## config.mk

```make
export PLATFORM = sky130hd
export DESIGN_NAME = boa_ex_top
export DESIGN_NICKNAME = d
export VERILOG_FILES = /design/src/rtl/boa_pkg.sv /design/src/rtl/boa_alu.sv /design/src/rtl/boa_branch.sv /design/src/rtl/boa_stage_ex.sv /design/src/rtl/boa_ex_top.sv
export SDC_FILE = /design/constraint.sdc
export NUM_CORES = 1
export LEC_CHECK = 0
export BUFFER_PORTS_ARGS = -buffer_cell sky130_fd_sc_hd__buf_2
export CORE_ASPECT_RATIO = 1.25
export CORE_MARGIN = 2
export CORE_UTILIZATION = 45
export DETAILED_ROUTE_END_ITERATION = 16
export PLACE_DENSITY = 0.7
export SYNTH_ARGS = -nofsm -noshare
export SYNTH_HDL_FRONTEND = slang
export SYNTH_SLANG_ARGS = --single-unit
export TNS_END_PERCENT = 20
```

## constraint.sdc

```tcl
create_clock -name clk -period 13 [get_ports clk]
set_clock_uncertainty 0.05 [all_clocks]
set_input_delay 1.3 -clock clk [delete_from_list [all_inputs] [get_ports clk]]
set_output_delay 1.3 -clock clk [all_outputs]
set_load 0.1 [all_outputs]
```

## src/rtl/boa_pkg.sv

```systemverilog
// Shared opcode, funct3 and trap cause constants plus the pipeline barrier structs.
package boa_pkg;

    // Major opcodes, full 7-bit form of the 32-bit encoding.
    localparam logic [6:0] OP_LUI    = 7'b0110111;
    localparam logic [6:0] OP_AUIPC  = 7'b0010111;
    localparam logic [6:0] OP_JAL    = 7'b1101111;
    localparam logic [6:0] OP_JALR   = 7'b1100111;
    localparam logic [6:0] OP_BRANCH = 7'b1100011;
    localparam logic [6:0] OP_LOAD   = 7'b0000011;
    localparam logic [6:0] OP_STORE  = 7'b0100011;
    localparam logic [6:0] OP_IMM    = 7'b0010011;
    localparam logic [6:0] OP_REG    = 7'b0110011;

    // ALU functions.
    localparam logic [2:0] F3_ADD  = 3'b000;
    localparam logic [2:0] F3_SLL  = 3'b001;
    localparam logic [2:0] F3_SLT  = 3'b010;
    localparam logic [2:0] F3_SLTU = 3'b011;
    localparam logic [2:0] F3_XOR  = 3'b100;
    localparam logic [2:0] F3_SR   = 3'b101;
    localparam logic [2:0] F3_OR   = 3'b110;
    localparam logic [2:0] F3_AND  = 3'b111;

    // Branch conditions.
    localparam logic [2:0] F3_BEQ  = 3'b000;
    localparam logic [2:0] F3_BNE  = 3'b001;
    localparam logic [2:0] F3_BLT  = 3'b100;
    localparam logic [2:0] F3_BGE  = 3'b101;
    localparam logic [2:0] F3_BLTU = 3'b110;
    localparam logic [2:0] F3_BGEU = 3'b111;

    // Illegal instruction trap cause.
    localparam logic [3:0] ECAUSE_ILLEGAL = 4'd2;

    // ID/EX barrier contents.
    typedef struct packed {
        logic        valid;
        logic [31:1] pc;
        logic [31:0] insn;
        logic        use_rd;
        logic [31:0] rs1_val;
        logic [31:0] rs2_val;
        logic        branch;
        logic        branch_predict;
        logic        trap;
        logic [3:0]  cause;
    } idex_t;

    // EX/MEM barrier contents.
    typedef struct packed {
        logic        valid;
        logic [31:1] pc;
        logic [31:0] insn;
        logic        use_rd;
        // ALU result, link value or memory address.
        logic [31:0] result;
        logic [31:0] store_data;
        logic        trap;
        logic [3:0]  cause;
    } exmem_t;

    // Fetch restart request.
    typedef struct packed {
        logic        valid;
        logic [31:1] target;
    } redirect_t;

endpackage

```

## src/rtl/boa_alu.sv

```systemverilog
// Combinational RV32I integer ALU shared by register, immediate and address operations.
module boa_alu (
    input  logic [31:0] op_a,
    input  logic [31:0] op_b,
    input  logic [2:0]  funct3,
    input  logic        alt,
    output logic [31:0] result
);
    import boa_pkg::*;

    logic [4:0]  shamt;
    logic [31:0] sum;
    logic        lt_signed;
    logic        lt_unsigned;
    logic [31:0] shr;

    // Shift amount is the low five bits of operand B.
    assign shamt = op_b[4:0];

    // Adder doubles as subtractor when alt is set.
    assign sum = alt ? (op_a - op_b) : (op_a + op_b);

    // Set-less-than comparisons.
    assign lt_signed   = $signed(op_a) < $signed(op_b);
    assign lt_unsigned = op_a < op_b;

    // Right shift, arithmetic when alt is set.
    assign shr = alt ? 32'($signed(op_a) >>> shamt) : (op_a >> shamt);

    always_comb begin
        case (funct3)
            F3_ADD: begin
                result = sum;
            end
            F3_SLL: begin
                result = op_a << shamt;
            end
            F3_SLT: begin
                result = {31'b0, lt_signed};
            end
            F3_SLTU: begin
                result = {31'b0, lt_unsigned};
            end
            F3_XOR: begin
                result = op_a ^ op_b;
            end
            F3_SR: begin
                result = shr;
            end
            F3_OR: begin
                result = op_a | op_b;
            end
            default: begin
                // Only AND remains.
                result = op_a & op_b;
            end
        endcase
    end

endmodule

```

## src/rtl/boa_branch.sv

```systemverilog
// Conditional branch evaluation against the ID stage prediction.
module boa_branch (
    input  logic [31:0] rs1_val,
    input  logic [31:0] rs2_val,
    input  logic [2:0]  funct3,
    input  logic        branch,
    input  logic        branch_predict,
    output logic        taken,
    output logic        mispredict
);
    import boa_pkg::*;

    logic eq;
    logic lt;
    logic ltu;

    assign eq  = rs1_val == rs2_val;
    assign lt  = $signed(rs1_val) < $signed(rs2_val);
    assign ltu = rs1_val < rs2_val;

    // Condition per funct3; reserved encodings never branch.
    always_comb begin
        case (funct3)
            F3_BEQ:  taken = eq;
            F3_BNE:  taken = !eq;
            F3_BLT:  taken = lt;
            F3_BGE:  taken = !lt;
            F3_BLTU: taken = ltu;
            F3_BGEU: taken = !ltu;
            default: taken = 1'b0;
        endcase
    end

    // Only conditional branches can be mispredicted.
    assign mispredict = branch && (taken != branch_predict);

endmodule

```

## src/rtl/boa_stage_ex.sv

```systemverilog
// EX pipeline stage computing results, addresses and redirects into the EX/MEM barrier.
module boa_stage_ex (
    input  logic               clk,
    input  logic               rst,
    input  boa_pkg::idex_t     d,
    input  logic               fw_stall_ex,
    input  logic               fw_stall_mem,
    output boa_pkg::exmem_t    q,
    output boa_pkg::redirect_t fw_redirect
);
    import boa_pkg::*;

    // Opcode without the length bits, so 16-bit forms decode the same.
    logic [4:0]  opcode;
    logic [2:0]  funct3;
    logic        is_jalr;
    logic        is_link;
    logic [31:0] pc_full;
    logic [31:0] link;
    logic [31:0] imm_i;
    logic [31:0] imm_s;
    logic [31:0] imm_b;
    logic [31:0] imm_u;
    logic [31:0] imm_j;
    logic [31:0] imm;
    logic [31:0] op_a;
    logic [31:0] op_b;
    logic [2:0]  alu_funct3;
    logic        alu_alt;
    logic [31:0] alu_result;
    logic [31:0] result;
    logic        taken;
    logic        mispredict;
    logic        live;
    logic        redirect_now;
    logic [31:1] redirect_target;

    assign opcode  = d.insn[6:2];
    assign funct3  = d.insn[14:12];
    assign is_jalr = opcode == OP_JALR[6:2];
    assign is_link = is_jalr || (opcode == OP_JAL[6:2]);
    assign pc_full = {d.pc, 1'b0};

    // Link is the next sequential PC.
    assign link = (d.insn[1:0] == 2'b11) ? (pc_full + 32'd4) : (pc_full + 32'd2);

    // Immediate formats.
    assign imm_i = {{20{d.insn[31]}}, d.insn[31:20]};
    assign imm_s = {{20{d.insn[31]}}, d.insn[31:25], d.insn[11:7]};
    assign imm_b = {{19{d.insn[31]}}, d.insn[31], d.insn[7], d.insn[30:25], d.insn[11:8], 1'b0};
    assign imm_u = {d.insn[31:12], 12'b0};
    assign imm_j = {{11{d.insn[31]}}, d.insn[31], d.insn[19:12], d.insn[20], d.insn[30:21],
                    1'b0};

    // Immediate select by format.
    always_comb begin
        case (opcode)
            OP_LUI[6:2], OP_AUIPC[6:2]: imm = imm_u;
            OP_JAL[6:2]:                imm = imm_j;
            OP_BRANCH[6:2]:             imm = imm_b;
            OP_STORE[6:2]:              imm = imm_s;
            default:                    imm = imm_i;
        endcase
    end

    // PC-relative forms add to pc, everything else to rs1.
    assign op_a = (opcode == OP_AUIPC[6:2] || opcode == OP_JAL[6:2] ||
                   opcode == OP_BRANCH[6:2]) ? pc_full : d.rs1_val;
    assign op_b = (opcode == OP_REG[6:2]) ? d.rs2_val : imm;

    // Non-arithmetic opcodes use the ALU as an address adder.
    always_comb begin
        alu_funct3 = F3_ADD;
        alu_alt    = 1'b0;
        if (opcode == OP_REG[6:2]) begin
            alu_funct3 = funct3;
            alu_alt    = d.insn[30];
        end else if (opcode == OP_IMM[6:2]) begin
            // Bit 30 is part of the immediate except for right shifts.
            alu_funct3 = funct3;
            alu_alt    = d.insn[30] && (funct3 == F3_SR);
        end
    end

    boa_alu boa_alu_i (
        .op_a   (op_a),
        .op_b   (op_b),
        .funct3 (alu_funct3),
        .alt    (alu_alt),
        .result (alu_result)
    );

    boa_branch boa_branch_i (
        .rs1_val        (d.rs1_val),
        .rs2_val        (d.rs2_val),
        .funct3         (funct3),
        .branch         (d.branch),
        .branch_predict (d.branch_predict),
        .taken          (taken),
        .mispredict     (mispredict)
    );

    // Final result.
    always_comb begin
        if (opcode == OP_LUI[6:2]) begin
            result = imm_u;
        end else if (is_link) begin
            result = link;
        end else begin
            result = alu_result;
        end
    end

    // Trapped or empty slots never redirect.
    assign live         = d.valid && !d.trap;
    assign redirect_now = live && (is_jalr || mispredict);
    // ALU holds the JALR or taken target; dropping bit 0 masks JALR.
    assign redirect_target = (is_jalr || taken) ? alu_result[31:1] : link[31:1];

    // EX/MEM barrier.
    always_ff @(posedge clk) begin
        if (rst) begin
            q.valid           <= 1'b0;
            q.trap            <= 1'b0;
            fw_redirect.valid <= 1'b0;
        end else if (fw_stall_mem) begin
            // Hold q, but a redirect fires once only.
            fw_redirect.valid <= 1'b0;
        end else if (fw_stall_ex) begin
            // Bubble.
            q.valid           <= 1'b0;
            q.trap            <= 1'b0;
            fw_redirect.valid <= 1'b0;
        end else begin
            q.valid            <= live;
            q.pc               <= d.pc;
            q.insn             <= d.insn;
            q.use_rd           <= d.use_rd;
            q.result           <= result;
            q.store_data       <= d.rs2_val;
            q.trap             <= d.valid && d.trap;
            q.cause            <= d.cause;
            fw_redirect.valid  <= redirect_now;
            fw_redirect.target <= redirect_target;
        end
    end

endmodule

```

## src/rtl/boa_ex_top.sv

```systemverilog
// Top level of the EX subsystem; connects the EX stage to the external ports.
module boa_ex_top (
    input  logic               clk,
    input  logic               rst,
    // ID/EX barrier.
    input  boa_pkg::idex_t     d,
    // Hazard unit stall requests.
    input  logic               fw_stall_ex,
    input  logic               fw_stall_mem,
    // EX/MEM barrier.
    output boa_pkg::exmem_t    q,
    // Fetch restart.
    output boa_pkg::redirect_t fw_redirect
);

    boa_stage_ex boa_stage_ex_i (
        .clk          (clk),
        .rst          (rst),
        .d            (d),
        .fw_stall_ex  (fw_stall_ex),
        .fw_stall_mem (fw_stall_mem),
        .q            (q),
        .fw_redirect  (fw_redirect)
    );

endmodule

```

==> flow_summary.html <==
<table>
<tr><th>Metric</th><th>Value</th></tr>
<tr><th colspan="2">Status</th></tr>
<tr><td>Run status</td><td>finished clean</td></tr>
<tr><th colspan="2">Finish</th></tr>
<tr><td>Final core area utilization</td><td>0.515</td></tr>
<tr><td>Area delta synth-&gt;final</td><td>13.4%</td></tr>
<tr><td>Fraction of final layout cells sized beyond drive strength 1</td><td>0.193</td></tr>
<tr><td>Filler Cell Count</td><td>3763</td></tr>
<tr><td>Nets</td><td>2635</td></tr>
<tr><td>Diode insertion count for antenna repair</td><td>0</td></tr>
<tr><th colspan="2">Synthesis</th></tr>
<tr><td>Number of synthesized register bits</td><td>approximately 170</td></tr>
<tr><td>Nets in the synthesized netlist</td><td>2419</td></tr>
<tr><td>Number of flops mapped to enable cells by yosys</td><td>about 160</td></tr>
<tr><td>Post-synth top flop</td><td>edfxtp_1</td></tr>
<tr><td>Dominant cell type by area after synthesis</td><td>edfxtp_1</td></tr>
<tr><td>Post-synthesis sequential area ratio</td><td>0.280</td></tr>
<tr><td>Mean post-synth cell area</td><td>8.24 µm²</td></tr>
<tr><td>Cell Area, Synth</td><td>approximately 18000 µm²</td></tr>
<tr><td>Synth async-reset ratio</td><td>0</td></tr>
<tr><td>Distinct cell type count of the synthesized netlist</td><td>95</td></tr>
<tr><td>Number of warnings issued by yosys</td><td>0</td></tr>
<tr><td>Biggest area contributors in the synthesized netlist</td><td>edfxtp_1 28%, ha_1 9.3%, mux2i_1 7.2%</td></tr>
<tr><td>Share of Yosys cell area claimed by the top area cell type</td><td>0.277</td></tr>
<tr><td>Number of cells produced by synthesis</td><td>~2100</td></tr>
<tr><th colspan="2">Power</th></tr>
<tr><td>Worst vdd ir</td><td>between 0.09 and 0.1 mV</td></tr>
<tr><td>Fraction of power consumed by combinational cells</td><td>0.503</td></tr>
<tr><td>Clock network power share</td><td>0.220</td></tr>
<tr><td>Ratio of total power to cell area</td><td>roughly 120 nW/µm²</td></tr>
<tr><td>Static leakage</td><td>8.56 nW</td></tr>
<tr><td>Switching share of total power</td><td>0.474</td></tr>
<tr><td>Switching Power</td><td>between 1 and 1.5 mW</td></tr>
<tr><td>Sequential cell fraction of total power</td><td>0.277</td></tr>
<tr><td>Total power</td><td>between 2 and 2.5 mW</td></tr>
<tr><td>Internal power summed over all cells</td><td>approximately 1.2 mW</td></tr>
<tr><th colspan="2">Critical path</th></tr>
<tr><td>CP delay by family, top</td><td>compound AO/OA/AOI/OAI gates</td></tr>
<tr><td>FF-to-FF Start</td><td>boa_stage_ex_i.q[4]</td></tr>
<tr><td>Worst Path Arrival</td><td>between 7000 and 8000 ps</td></tr>
<tr><td>Worst reg-to-reg setup slack</td><td>12320 ps</td></tr>
<tr><td>Start point of the critical path</td><td>d[76]</td></tr>
<tr><td>Buffers &amp; Inverters on Critical Path</td><td>2</td></tr>
<tr><td>Reg2reg path depth</td><td>2</td></tr>
<tr><td>Slowest stage cell, crit path</td><td>nor3_1</td></tr>
<tr><td>Setup CP Type</td><td>input port to flop</td></tr>
<tr><td>Element type at the critical path start</td><td>input port</td></tr>
<tr><td>Critical path fanouts, max</td><td>between 60 and 70</td></tr>
<tr><td>Capturing element type of the critical path</td><td>flop</td></tr>
<tr><td>Worst R2R End</td><td>boa_stage_ex_i.q[4]</td></tr>
<tr><td>Most prevalent standard cell on the critical path</td><td>a31oi_1</td></tr>
<tr><td>Worst setup endpoint</td><td>boa_stage_ex_i.q[56]</td></tr>
<tr><td>Depth of the critical timing path with buffers and inverters included</td><td>17</td></tr>
<tr><td>Worst Path Required</td><td>13250 ps</td></tr>
<tr><td>Longest individual stage delay on the worst path</td><td>780 ps</td></tr>
<tr><td>Critical-path cell list</td><td>buf_2 &gt; nand2b_1 &gt; nor3_1 &gt; a32o_2 &gt; inv_4 &gt; ha_1 &gt; or2_2 &gt; o211ai_1 &gt; a31oi_1 &gt; a221o_1 &gt; o21a_1 &gt; a2111oi_0 &gt; a31oi_1 &gt; o32ai_1 &gt; o22ai_1 &gt; mux2_2 &gt; o21ai_1</td></tr>
<tr><th colspan="2">Global routing</th></tr>
<tr><td>Gr usage total</td><td>0.406</td></tr>
<tr><td>Maximum number of pins on one net before global-route repair</td><td>90</td></tr>
<tr><td>Overflow after GRT</td><td>0</td></tr>
<tr><td>Via count of the first global-routing pass</td><td>18090</td></tr>
<tr><td>Initial antenna violation count</td><td>0</td></tr>
<tr><td>Global-route wire length before repair</td><td>around 120000 µm</td></tr>
<tr><th colspan="2">CTS</th></tr>
<tr><td>Latest clock arrival within the worst-skew pair</td><td>between 400 and 500 ps</td></tr>
<tr><td>Clock transition at the register clock pins on the worst setup and hold paths after CTS</td><td>~70 ps</td></tr>
<tr><td>Number of buffers inserted by post-CTS setup repair</td><td>0</td></tr>
<tr><td>TritonCTS Sinks</td><td>166</td></tr>
<tr><td>Number of buffers between clock root and the deepest sink</td><td>2</td></tr>
<tr><td>Root Driver</td><td>clkbuf_16</td></tr>
<tr><td># H-tree levels</td><td>4</td></tr>
<tr><td>Count of hold-fix buffers inserted at cts</td><td>0</td></tr>
<tr><td>Post-cts sizing count</td><td>0</td></tr>
<tr><td>Number of CTS-inserted buffers</td><td>17</td></tr>
<tr><td>CTS tree</td><td>yes</td></tr>
<tr><th colspan="2">Route</th></tr>
<tr><td>Routed WL per cell</td><td>29.9 µm</td></tr>
<tr><td>First-pass detailed-route iteration total</td><td>6</td></tr>
<tr><td>Number of nets still failing antenna checks after routing</td><td>0</td></tr>
<tr><td>Post-Route WL</td><td>approximately 86000 µm</td></tr>
<tr><td>Violation count after the first detailed-routing iteration</td><td>approximately 2600</td></tr>
<tr><td>Vias</td><td>19143</td></tr>
<tr><td>DRC</td><td>0</td></tr>
<tr><td>Per-cell via count in the routed design</td><td>~6.7</td></tr>
<tr><th colspan="2">Timing</th></tr>
<tr><td>Final period util</td><td>0.546</td></tr>
<tr><td>Fmax</td><td>between 100 and 150 MHz</td></tr>
<tr><td>Final hold violation count</td><td>0</td></tr>
<tr><td>Max Transition Viols Final</td><td>0</td></tr>
<tr><td>RSZ-0062 raised after global routing</td><td>no</td></tr>
<tr><td>Rel. slew slack</td><td>0.193</td></tr>
<tr><td>Final TNS setup</td><td>0 ps</td></tr>
<tr><td>Count of endpoints failing setup in the final report</td><td>0</td></tr>
<tr><td>Slew @ Worst Pin</td><td>between 1000 and 1500 ps</td></tr>
<tr><td>Crit path time final</td><td>slightly above 7000 ps</td></tr>
<tr><th colspan="2">Placement</th></tr>
<tr><td>Final Wtd Congestion</td><td>between 1 and 1.5</td></tr>
<tr><td>Estimated wirelength of the detail-placed design</td><td>just under 70000 µm</td></tr>
<tr><td>Buffers on Ports</td><td>305</td></tr>
<tr><th colspan="2">Die</th></tr>
<tr><td>Total core area</td><td>about 39000 µm²</td></tr>
<tr><td>Die Y</td><td>around 230 µm</td></tr>
<tr><td>Die Outline Area</td><td>40900 µm²</td></tr>
<tr><td>Effective utilization at floorplan</td><td>0.454</td></tr>
<tr><td>Number of rows created at floorplan</td><td>81</td></tr>
<tr><td>Number of I/O pins</td><td>roughly 310</td></tr>
<tr><td>Chip Width</td><td>around 180 µm</td></tr>
<tr><th colspan="2">Run</th></tr>
<tr><td>Max-cap viol count</td><td>0</td></tr>
<tr><th colspan="2">Worst hold path</th></tr>
<tr><td>Class of the tightest hold or removal check</td><td>flop to flop</td></tr>
</table>
==> layer usage <==
metal | global-route usage | share of wire
met1 | 0.514 | 0.39
met2 | 0.654 | 0.45
met5 | 0 | 0
met4 | 0.232 | 0.062
met3 | 0.0743 | 0.096
==> tightest hold or removal path: stages (launching register included) <==
cell	delay [ps]
dfxtp_1	310
nand2_1	50
o21bai_1	50
==> cells in the mapped netlist (all sizes together) (11+ instances only) <==
library cell / number
o211ai: 29
nor3: 45
ha: 131
buf: 52
nand3: 34
o31ai: 11
o21a: 15
o21ai: 171
a21oi: 161
inv: 139
nor4: 12
edfxtp: 163
nor2: 219
and3: 26
mux2i: 128
a21o: 30
a31oi: 30
nand2b: 34
o21bai: 11
xor2: 23
xnor2: 43
clkbuf: 88
mux2: 44
a22oi: 26
nand2: 195
o22ai: 48
o2111ai: 13
nor2b: 22
a211oi: 37
a2111oi: 12
==> stage by stage <==
stage,cells,area (µm²),setup WS (ps),hold WS (ps)
6_report,2873,20000,5910,407
5_1_grt,2873,20000,5710,436
4_1_cts,2873,20000,6130,409
3_5_place_dp,2841,19500,5690,399
3_3_place_gp,2841,19500,5710,391
2_1_floorplan,2146,17700,4260,830
==> cell families (layout without fill, tap and decap cells) <==
| kind of cell | Yosys count | in the layout | synth area share |
|---|---|---|---|
| buffers and inverters | 280 | 509 | 0.0677 |
| AND/OR/NAND/NOR | 638 | 638 | 0.166 |
| flip-flops | 166 | 166 | 0.280 |
| XOR/XNOR | 66 | 66 | 0.0327 |
| adder cells (fa/ha/maj) | 133 | 133 | 0.0950 |
| multiplexers | 174 | 174 | 0.104 |
| AO/OA/AOI/OAI | 689 | 689 | 0.255 |
==> sequential cells by signal (all words and copies together) (netlist names) <==
name,cells
boa_stage_ex_i.q,134
boa_stage_ex_i.fw_redirect,32
==> layout make-up <==
class	instances	area, µm²	area share
Multi-Input combinational cell	1700	11600	0.578
Sequential cell	166	4950	0.247
Timing Repair Buffer	337	1770	0.0881
Tap cell	498	623	0.0311
Inverter	140	531	0.0265
Clock buffer	17	425	0.0212
Clock inverter	15	168	0.00836
==> power by group through the flow <==
stage	logic [mW]	registers (mW)	clock network, mW
floorplan	0.574	0.879	0
global placement	1.13	0.657	0
detailed placement	1.13	0.658	0
CTS	1.13	0.647	0.515
global route	1.22	0.649	0.533
finish	1.17	0.646	0.513
==> worst min-delay path by stage <==
stage,slack [ps],cells after the start,endpoint,startpoint
after global routing,440,2,boa_stage_ex_i.q[133],boa_stage_ex_i.q[133]
final,410,2,boa_stage_ex_i.q[133],boa_stage_ex_i.q[133]
after CTS,410,2,boa_stage_ex_i.q[133],boa_stage_ex_i.q[133]
after floorplan,830,2,boa_stage_ex_i.q[133],boa_stage_ex_i.q[133]
after global placement,390,2,boa_stage_ex_i.q[133],boa_stage_ex_i.q[133]
after detailed placement,400,2,boa_stage_ex_i.q[133],boa_stage_ex_i.q[133]
==> cell usage in the layout, fill, tap and decap left out, types with 8 or more instances in the layout <==
cell type and instances:
or2_2 8, nand2b_1 34, a2111oi_0 8, edfxtp_1 163, a31oi_1 30, o2111ai_1 13, a21oi_1 159, inv_1 134
o32ai_1 9, clkbuf_16 17, o21ai_0 159, o22ai_1 45, ha_1 131, mux2i_1 127, o21ai_1 11, a21o_1 30
nor4_1 12, nand3_1 34, xor2_1 23, nand2_1 194, nor2b_1 22, o31ai_1 11, or3_1 10, xnor2_1 43
buf_2 305, a211oi_1 36, o211ai_1 29, nor2_1 215, nand4_1 10, a22oi_1 26, mux2_2 43, nor3_1 44
buf_4 32, and3_1 25, o21a_1 15, o21bai_1 11
No activity file was read; power rests on OpenSTA's default activity.
